==> src/rtl/detail_pkg.sv <==
package detail_pkg;

    // **************************************************************************
    // widths
    // **************************************************************************
    parameter int PIX_W     = 8;   // grayscale pixel
    parameter int WIN_SUM_W = 12;  // 3x3 sum, at most 2295
    parameter int REGION_N  = 9;   // window sums per region
    parameter int REGION_W  = 15;  // region sum and 81 x center, at most 20655
    parameter int DETAIL_W  = 16;  // signed center-minus-region difference
    parameter int POS_W     = 10;  // column and row counters

    // **************************************************************************
    // block-to-block bundles
    // **************************************************************************
    typedef struct packed {
        logic             valid;
        logic [PIX_W-1:0] p1;
        logic [PIX_W-1:0] p2;
        logic [PIX_W-1:0] p3;
        logic [PIX_W-1:0] p4;
        logic [PIX_W-1:0] p5;  // center pixel
        logic [PIX_W-1:0] p6;
        logic [PIX_W-1:0] p7;
        logic [PIX_W-1:0] p8;
        logic [PIX_W-1:0] p9;
    } pix_window_t;

    typedef struct packed {
        logic                 valid;
        logic [WIN_SUM_W-1:0] sum;
    } win_sum_t;

    typedef struct packed {
        logic             valid;
        logic [POS_W-1:0] col;
        logic [POS_W-1:0] row;
        logic             row_start;  // first window of a row
        logic             full;       // a whole region of windows is behind this one
        logic             frame_end;  // last window of the frame
        logic [PIX_W-1:0] center;
    } pos_info_t;

    typedef struct packed {
        logic                       valid;
        logic signed [DETAIL_W-1:0] detail;
        logic                       edge_flag;
        logic                       full;
        logic [POS_W-1:0]           col;
        logic [POS_W-1:0]           row;
        logic                       frame_end;
    } detail_t;

endpackage

==> src/rtl/contrast_detector.sv <==
`timescale 1ns/1ps

module contrast_detector #(
    parameter int THRESH = 2000
) (
    input  logic                  clk,
    input  logic                  rst,
    input  detail_pkg::win_sum_t  i_win_sum,
    input  detail_pkg::pos_info_t i_pos,
    output detail_pkg::detail_t   o_result
);
    import detail_pkg::*;

    logic [WIN_SUM_W-1:0]       hist [REGION_N];  // hist[0] is the newest window sum
    logic [REGION_W-1:0]        region_sum;
    logic [REGION_W-1:0]        region_next;
    pos_info_t                  acc_pos;
    logic [REGION_W-1:0]        center_x81;
    logic signed [DETAIL_W-1:0] detail;
    logic [DETAIL_W-1:0]        detail_mag;
    detail_t                    result_next;

    // a new row starts from an empty history, so only the new sum counts
    assign region_next = i_pos.row_start ? REGION_W'(i_win_sum.sum) :
                         region_sum + REGION_W'(i_win_sum.sum) - REGION_W'(hist[REGION_N-1]);

    // **************************************************************************
    // stage 1, sliding region accumulator
    // **************************************************************************
    always_ff @(posedge clk) begin
        if (rst) begin
            for (int i = 0; i < REGION_N; i++) begin
                hist[i] <= '0;
            end
            region_sum <= '0;
            acc_pos    <= '0;
        end else begin
            acc_pos <= i_pos;
            if (i_win_sum.valid) begin
                hist[0] <= i_win_sum.sum;
                for (int i = 1; i < REGION_N; i++) begin
                    hist[i] <= i_pos.row_start ? '0 : hist[i-1];
                end
                region_sum <= region_next;
            end
        end
    end

    // **************************************************************************
    // stage 2, center against region
    // **************************************************************************
    assign center_x81 = (REGION_W'(acc_pos.center) << 6) +
                        (REGION_W'(acc_pos.center) << 4) +
                        REGION_W'(acc_pos.center);           // 64 + 16 + 1
    assign detail     = $signed({1'b0, center_x81}) - $signed({1'b0, region_sum});
    assign detail_mag = detail[DETAIL_W-1] ? DETAIL_W'(-detail) : DETAIL_W'(detail);

    always_comb begin
        result_next.valid     = acc_pos.valid;
        result_next.detail    = detail;
        result_next.edge_flag = acc_pos.full && (detail_mag > THRESH);
        result_next.full      = acc_pos.full;
        result_next.col       = acc_pos.col;
        result_next.row       = acc_pos.row;
        result_next.frame_end = acc_pos.frame_end;
    end

    always_ff @(posedge clk) begin
        if (rst) begin
            o_result <= '0;
        end else begin
            o_result <= result_next;
        end
    end

endmodule

==> src/rtl/detail_filter_top.sv <==
`timescale 1ns/1ps

module detail_filter_top #(
    parameter int COLS   = 16,
    parameter int ROWS   = 6,
    parameter int THRESH = 2000
) (
    input  logic                    clk,
    input  logic                    rst,
    input  detail_pkg::pix_window_t i_window,
    output detail_pkg::detail_t     o_result
);
    import detail_pkg::*;

    win_sum_t  win_sum;   // 5 cycles after the input
    pos_info_t pos_info;  // same cycle as win_sum

    // **************************************************************************
    // two parallel paths feeding the combiner
    // **************************************************************************
    neighborhood_sum u_neighborhood_sum (
        .clk       (clk),
        .rst       (rst),
        .i_window  (i_window),
        .o_win_sum (win_sum)
    );

    raster_tracker #(
        .COLS (COLS),
        .ROWS (ROWS)
    ) u_raster_tracker (
        .clk      (clk),
        .rst      (rst),
        .i_window (i_window),
        .o_pos    (pos_info)
    );

    contrast_detector #(
        .THRESH (THRESH)
    ) u_contrast_detector (
        .clk       (clk),
        .rst       (rst),
        .i_win_sum (win_sum),
        .i_pos     (pos_info),
        .o_result  (o_result)
    );

endmodule

==> src/rtl/neighborhood_sum.sv <==
`timescale 1ns/1ps

module neighborhood_sum (
    input  logic                    clk,
    input  logic                    rst,
    input  detail_pkg::pix_window_t i_window,
    output detail_pkg::win_sum_t    o_win_sum
);
    import detail_pkg::*;

    logic [4:0]           vld;             // one valid bit per pipeline stage
    logic [PIX_W-1:0]     st1_pix [8];     // p1 to p8 after the input register
    logic [PIX_W-1:0]     st1_p9;
    logic [PIX_W-1:0]     p9_dly [3];      // p9 waits here while the tree runs
    logic [PIX_W:0]       pair_sum [4];
    logic [PIX_W+1:0]     quad_sum [2];
    logic [PIX_W+2:0]     octet_sum;
    logic [WIN_SUM_W-1:0] win_sum;

    // valid walks alongside the data and is the only thing reset clears
    always_ff @(posedge clk) begin
        if (rst) begin
            vld <= '0;
        end else begin
            vld <= {vld[3:0], i_window.valid};
        end
    end

    // **************************************************************************
    // stage 1, input register
    // **************************************************************************
    always_ff @(posedge clk) begin
        st1_pix[0] <= i_window.p1;
        st1_pix[1] <= i_window.p2;
        st1_pix[2] <= i_window.p3;
        st1_pix[3] <= i_window.p4;
        st1_pix[4] <= i_window.p5;
        st1_pix[5] <= i_window.p6;
        st1_pix[6] <= i_window.p7;
        st1_pix[7] <= i_window.p8;
        st1_p9     <= i_window.p9;
    end

    // **************************************************************************
    // stages 2 to 4, adder tree over p1 to p8
    // **************************************************************************
    always_ff @(posedge clk) begin
        for (int i = 0; i < 4; i++) begin
            pair_sum[i] <= st1_pix[2*i] + st1_pix[2*i+1];  // each level grows one bit
        end
        for (int i = 0; i < 2; i++) begin
            quad_sum[i] <= pair_sum[2*i] + pair_sum[2*i+1];
        end
        octet_sum <= quad_sum[0] + quad_sum[1];
    end

    // p9 lines up with the octet sum after three more cycles
    always_ff @(posedge clk) begin
        p9_dly[0] <= st1_p9;
        p9_dly[1] <= p9_dly[0];
        p9_dly[2] <= p9_dly[1];
    end

    // **************************************************************************
    // stage 5, octet plus p9
    // **************************************************************************
    always_ff @(posedge clk) begin
        win_sum <= WIN_SUM_W'(octet_sum) + WIN_SUM_W'(p9_dly[2]);
    end

    assign o_win_sum.valid = vld[4];
    assign o_win_sum.sum   = win_sum;

endmodule

==> src/rtl/raster_tracker.sv <==
`timescale 1ns/1ps

module raster_tracker #(
    parameter int COLS = 16,
    parameter int ROWS = 6
) (
    input  logic                    clk,
    input  logic                    rst,
    input  detail_pkg::pix_window_t i_window,
    output detail_pkg::pos_info_t   o_pos
);
    import detail_pkg::*;

    localparam int DELAY = 5;  // matches the adder tree depth

    logic [POS_W-1:0] col_cnt;
    logic [POS_W-1:0] row_cnt;
    logic             last_col;
    logic             last_row;
    pos_info_t        cur_pos;
    pos_info_t        pos_dly [DELAY];

    assign last_col = (col_cnt == POS_W'(COLS - 1));
    assign last_row = (row_cnt == POS_W'(ROWS - 1));

    // **************************************************************************
    // raster position, stepped only by valid samples
    // **************************************************************************
    always_ff @(posedge clk) begin
        if (rst) begin
            col_cnt <= '0;
            row_cnt <= '0;
        end else if (i_window.valid) begin
            if (last_col) begin
                col_cnt <= '0;
                row_cnt <= last_row ? '0 : row_cnt + 1'b1;  // frame wraps to row 0
            end else begin
                col_cnt <= col_cnt + 1'b1;
            end
        end
    end

    // the counters hold the position of the sample now at the input
    always_comb begin
        cur_pos.valid     = i_window.valid;
        cur_pos.col       = col_cnt;
        cur_pos.row       = row_cnt;
        cur_pos.row_start = i_window.valid && (col_cnt == '0);
        cur_pos.full      = i_window.valid && (col_cnt >= POS_W'(REGION_N - 1));
        cur_pos.frame_end = i_window.valid && last_col && last_row;
        cur_pos.center    = i_window.p5;
    end

    // **************************************************************************
    // delay line, keeps position beside the window sum
    // **************************************************************************
    always_ff @(posedge clk) begin
        if (rst) begin
            for (int i = 0; i < DELAY; i++) begin
                pos_dly[i] <= '0;
            end
        end else begin
            pos_dly[0] <= cur_pos;
            for (int i = 1; i < DELAY; i++) begin
                pos_dly[i] <= pos_dly[i-1];
            end
        end
    end

    assign o_pos = pos_dly[DELAY-1];

endmodule

==> config.mk <==
export PLATFORM = sky130hd
export DESIGN_NAME = detail_filter_top
export DESIGN_NICKNAME = d
export VERILOG_FILES = /design/src/rtl/detail_pkg.sv /design/src/rtl/contrast_detector.sv /design/src/rtl/detail_filter_top.sv /design/src/rtl/neighborhood_sum.sv /design/src/rtl/raster_tracker.sv
export SDC_FILE = /design/constraint.sdc
export NUM_CORES = 1
export LEC_CHECK = 0
export BUFFER_PORTS_ARGS = -buffer_cell sky130_fd_sc_hd__buf_2
export CAP_MARGIN = 40
export CORE_ASPECT_RATIO = 1.1
export CORE_UTILIZATION = 48
export DETAILED_ROUTE_END_ITERATION = 10
export GPL_TIMING_DRIVEN = 0
export PLACE_DENSITY = 0.69
export SLEW_MARGIN = 20
export SYNTH_ARGS = -nofsm -noshare
export SYNTH_HDL_FRONTEND = slang
export SYNTH_HIERARCHICAL = 1
export SYNTH_SLANG_ARGS = --single-unit
==> constraint.sdc <==
create_clock -name clk -period 7.9 [get_ports clk]
set_input_delay 2.37 -clock clk [delete_from_list [all_inputs] [get_ports clk]]
set_output_delay 2.37 -clock clk [all_outputs]
set_load 0.03 [all_outputs]
==> out/qor.csv, run 1 <==
metric,value,unit
core,42500,um^2
htree_levels,2,
drv_slew,0,
n_antenna_cell,0,
cts_sinks,554,
final_cell_mix,"dfxtp_1, nor2b_1, ha_1",
criticalPathCategory,in2reg,
switching_share,0.2713,
syn_to_final_growth,14.25,%
period_needed,4336,ps
dpl.hpwl,24750,um
ys_types,74,
overflow,0,
antenna_found_initial,0,
max_cap_violations,0,
cts.hold.buffers_added,0,
syn_area,20780,um^2
final_common_cell,dfxtp_1,
synth_edf_count,108,
grt_max_degree,61,
skew,23.25,ps
hold_class,reg2reg,
nFillCells,3619,
p_int,5.139,mW
root_buffer,clkbuf_16,
fin_crit_sh,0.5489,
ios,115,
drcViolationCount,0,
cp-end-kind,flop,
drt-pass1-iter-count,6,
placementRows,79,
cp_max_fo,10,
status,"finished, final reports clean",
cts_resized,0,
finalSetupTns,0,ps
totalWireLength,33500,um
drt_iter0_drc,553,
synth-seq-area-share,0.5856,
clock_path_buffers,3,
cts_tree,yes,
synthCells,1784,
ys_ff_latch,554,
ir_worst_vdd,0.0002181,V
initial_core_util,0.4890,
syn_nets,2009,
p_comb_frac,0.208,
grt_usage,0.1540,
holdWs,325.3,ps
timing.slew.headroom,0.4958,
grt_pass1_wl,55260,um
rsz0062_at_grt,false,
grt_pass1_vias,11890,
tightest_slew,754.7,ps
path_clk_slew,60,ps
pwr-share-clk,0.335,
port_buffers,114,
antenna_left,0,
globalplace.congestion,0.8977,
insertion_delay,590,ps
cts_made_buffers,52,
synth_flop_cell,dfxtp_1,
worstPathRequired,8330,ps
p_per_area,296.9,nW/um^2
die_width,200.4,um
die_y,220.3,um
avgRoutedWirePerCell,13.10,um
cts_setup_buffers,0,
die_area,44140,um^2
post_drt_via_cell_ratio,4.748,
cp.arrival,4760,ps
nets,2178,
yosys_warnings,6,
hold_violations,0,
leakage,9.989,nW
setup_viol,0,
startpoint_type,input pin,
async_reset_ff_frac,0,
fmax,0.2306,GHz
netSwitchingPower,1.913,mW
final_layout_size_suffix_gt1_frac,0.1301,
vias,12150,
seq_power_share,0.457,
avgSynthCellArea,11.65,um^2
[cells by family after synthesis]
group	share of synthesized area
buffers and inverters	0.03732
AND/OR/NAND/NOR	0.1657
multiplexers	0.003853
AO/OA/AOI/OAI	0.06983
flip-flops	0.5856
adder cells (fa/ha/maj)	0.1015
XOR/XNOR	0.03624
[cell usage after synthesis (4+ instances only)]
library cell  number  area [um^2]
a211oi_1          12        90.09
buf_4             34        255.2
dfxtp_1          446         8929
nor2b_1          225         1408
a21o_1            18        135.1
nor4_1             6        37.54
or3_1              6        37.54
o211ai_1          12        90.09
o21bai_1           6        45.04
ha_1             119         1489
nand4_1           11        68.82
and3_1             9        56.30
o21ai_0           40        200.2
clkbuf_1          41        153.9
fa_1              31        620.6
o31ai_1            4        30.03
or2_2              6        37.54
xor2_1            34        297.8
and2_1           115        719.4
nor3_1            33        165.2
inv_1             92        345.3
o21a_1            15        112.6
edfxtp_1         108         3243
a21oi_1           58        290.3
nand2b_1           8        50.05
nand2_1           46        172.7
xnor2_1           52        455.4
a31oi_1            8        50.05
o22ai_1            4        25.02
mux2i_1            8        80.08
nand3_1           24        120.1
nor2_1            85        319.1
[sequential cells by signal, indices dropped and copies added (netlist names), 20 cells and up]
name and count:
u_contrast_detector/o_result 40, u_neighborhood_sum/quad_sum 20, u_neighborhood_sum/p9_dly 24, u_raster_tracker/pos_dly 160
u_contrast_detector/acc_pos 31, u_contrast_detector/hist 108, u_neighborhood_sum/st1_pix 64, u_neighborhood_sum/pair_sum 36
[routing by layer]
layer / track usage / share of wire / up-vias
li1: - / - / 6284
met5: 0 / 0 / -
met2: 0.2821 / 0.50 / 234
met4: 0.05420 / 0.023 / 0
met1: 0.1772 / 0.43 / 5567
met3: 0.03417 / 0.046 / 60
[worst max-delay path: stages]
cell and delay (ps):
buf_2 150, clkbuf_1 260, nor2b_1 480, nor2b_1 440, clkbuf_1 480, clkbuf_1 310
and2_1 240
[power groups by stage]
stage	combinational [mW]	clock, mW	sequential, mW
5_1_grt	1.65	2.56	3.24
3_3_place_gp	1.41	0	3.29
3_5_place_dp	1.45	0	3.29
6_report	1.47	2.36	3.22
2_1_floorplan	1.17	0	3.25
4_1_cts	1.46	2.44	3.23
[stage by stage]
stage          worst slack (ps)  power [mW]  cell area [um^2]  cells  utilization
3_3_place_gp               1363       4.694             22060   2465       0.5191
3_5_place_dp               2916       4.743             22100   2466       0.5199
2_1_floorplan              2588       4.423             20780   1784            -
4_1_cts                    3535       7.134             23750   2558       0.5587
6_report                   3564       7.051             23750   2558       0.5587
5_1_grt                    3313       7.450             23750   2558       0.5587
[layout make-up]
type	count	area (um^2)	share of cell area
Buffer	80	430.4	0.01813
Clock buffer	73	1481	0.06238
Clock inverter	19	167.7	0.007060
Inverter	92	350.3	0.01475
Multi-Input combinational cell	1058	7838	0.3300
Sequential cell	554	12170	0.5126
Tap cell	567	709.4	0.02988
Timing Repair Buffer	115	598.1	0.02519
[path summary, 6_finish.rpt]
kind	to	depth (start not counted)	slack (ps)	from
setup reg to reg	u_contrast_detector/o_result[22]	13	3940	u_contrast_detector/region_sum[4]
hold reg to reg	u_neighborhood_sum/p9_dly[0][18]	0	330	u_neighborhood_sum/p9_dly[0][10]
setup / recovery	u_contrast_detector/hist[0][97]	7	3560	rst
hold / removal	u_neighborhood_sum/p9_dly[0][18]	0	330	u_neighborhood_sum/p9_dly[0][10]
Note: power is estimated with default switching activity, not from simulation.
==> inputs of run 2 (changes only) <==
==> constraint.sdc (replaced) <==
create_clock -name clk -period 4.2 [get_ports clk]
set_input_delay 1.26 -clock clk [delete_from_list [all_inputs] [get_ports clk]]
set_output_delay 1.26 -clock clk [all_outputs]
set_load 0.03 [all_outputs]
==> run 2 against run 1 <==
Flip-flop and latch count unchanged; largest cell class unchanged; sequential share of layout area decreased by 0.26 points; clock-buffer cell count increased by 8; non-clock buffer count increased by 2; sequential power increased by 88%; design area increased by 0.52%; power increased by 90%; register-to-register slack got worse by 3700 ps.
==> out/qor.csv, run 2 (same netlist as run 1, synthesis figures left out) <==
metric,value,unit
dpl.cell_count,2468,
instances_no_fill,2564,
ios,115,
ir_worst_vdd,0.0004104,V
drcViolationCount,0,
htree_levels,2,
fmax,0.2528,GHz
drv_slew,0,
p_per_area,562.5,nW/um^2
finalSetupTns,0,ps
final_common_cell,dfxtp_1,
rsz0062_at_grt,false,
hold_class,reg2reg,
port_buffers,114,
holdWs,324.2,ps
fin_crit_sh,0.9417,
clock_path_buffers,3,
tightest_slew,671.6,ps
top_usage_layer,met2,
insertion_delay,590,ps
hold_violations,0,
grt_max_degree,39,
cp_max_fo,6,
use_met2,0.2840,
final_layout_size_suffix_gt1_frac,0.1327,
grt_usage,0.1568,
timing.slew.headroom,0.5513,
dpl.hpwl,24940,um
criticalPathCategory,reg2reg,
gr-usage-met3,0.02975,
placementRows,79,
syn_to_final_growth,14.84,%
grt_pass1_wl,56000,um
reg_top3,"u_raster_tracker/pos_dly (160), u_contrast_detector/hist (108), u_neighborhood_sum/st1_pix (64)",
final_util,0.5616,
cts.hold.buffers_added,0,
final_cell_mix,"dfxtp_1, nor2b_1, ha_1",
setup_viol,0,
n_antenna_cell,0,
cp-end-kind,flop,
overflow,0,
grt_use_met1,0.1792,
skew,17.11,ps
worstPathRequired,4670,ps
status,"finished, final reports clean",
nets,2181,
largest_register_ffs,160,
cts_made_buffers,53,
globalplace.congestion,0.8942,
grt_pass1_vias,12030,
cp.arrival,4420,ps
antenna_left,0,
die_area,44140,um^2
cts_tree,yes,
root_buffer,clkbuf_16,
vias,12180,
totalWireLength,33870,um
period_needed,3955,ps
path_clk_slew,60,ps
core,42500,um^2
startpoint_type,flop,
max_cap_violations,0,
drt-pass1-iter-count,5,
leakage,10.05,nW
cts_sinks,554,
die_width,200.4,um
antenna_found_initial,1,
post_drt_via_cell_ratio,4.750,
top_register,u_raster_tracker/pos_dly,
drt_iter0_drc,522,
avgRoutedWirePerCell,13.21,um
die_y,220.3,um
nFillCells,3577,
initial_core_util,0.4890,
-- run 2: cell types whose count changed in the layout (fill, tap and decap cells not counted), moves of 2 or more --
cell and delta:
buf_12 +3, clkbuf_1 +3, clkbuf_16 +2, clkbuf_8 +3, clkinv_4 +2, clkinvlp_4 -3, inv_6 -2
-- run 2: worst paths after layout --
path	startpoint	slack (ps)	cells past startpoint	end
worst max-delay path	u_contrast_detector/region_sum[4]	240	13	u_contrast_detector/o_result[22]
worst min-delay path	u_neighborhood_sum/p9_dly[0][3]	320	0	u_neighborhood_sum/p9_dly[0][11]
worst max register to register	u_contrast_detector/region_sum[4]	240	13	u_contrast_detector/o_result[22]
worst min register to register	u_neighborhood_sum/p9_dly[0][3]	320	0	u_neighborhood_sum/p9_dly[0][11]
-- run 2: metal layers --
metal | part of all wire | wire length, um
met2 | 0.50 | 16930
met5 | 0.00030 | 10
met3 | 0.043 | 1446
met1 | 0.42 | 14340
met4 | 0.033 | 1134
-- run 2: timing repair --
action	CTS	global route
resized for setup	0	2
setup endpoints to repair	0	1
buffers inserted	0	0
-- run 2: cell type report --
cell class,count,area (um^2),share of cell area
sequential,554,12170,0.5099
multi-input combinational,1058,7851,0.3289
clock buffer,81,1584,0.06636
tap,567,709.4,0.02972
timing repair buffer,117,630.6,0.02642
buffer,80,430.4,0.01803
inverter,92,349.1,0.01462
clock inverter,15,142.6,0.005976
-- run 2: metrics by stage --
step / total power, mW / worst slack [ps] / instance area, um^2
final: 13.43 / 244.7 / 23870
after global routing: 14.16 / 18.70 / 23870
after CTS: 13.57 / 264.8 / 23860
after detailed placement: 8.917 / 288.4 / 22130
after global placement: 8.830 / -602.7 / 22070
after floorplan: 8.317 / 461.3 / 20790
-- run 2: power breakdown --
part / switching (mW) / internal (mW) / leakage [nW]
Clock: 1.88 / 2.72 / 0.853
Sequential: 0.219 / 5.84 / 4.79
Combinational: 1.51 / 1.25 / 4.41
Total: 3.62 / 9.81 / 10.1
-- run 2: worst max-delay path, cell delays in order, from the launching register on --
cell      delay, ps
dfxtp_1         330
inv_1            90
fa_1            490
ha_1            320
ha_1            400
nor2b_4         180
o21ai_0         480
a211oi_1        150
o21bai_1        210
o41ai_1         360
xor2_1          170
o41a_1          440
o21ai_1         120
o31ai_1          80
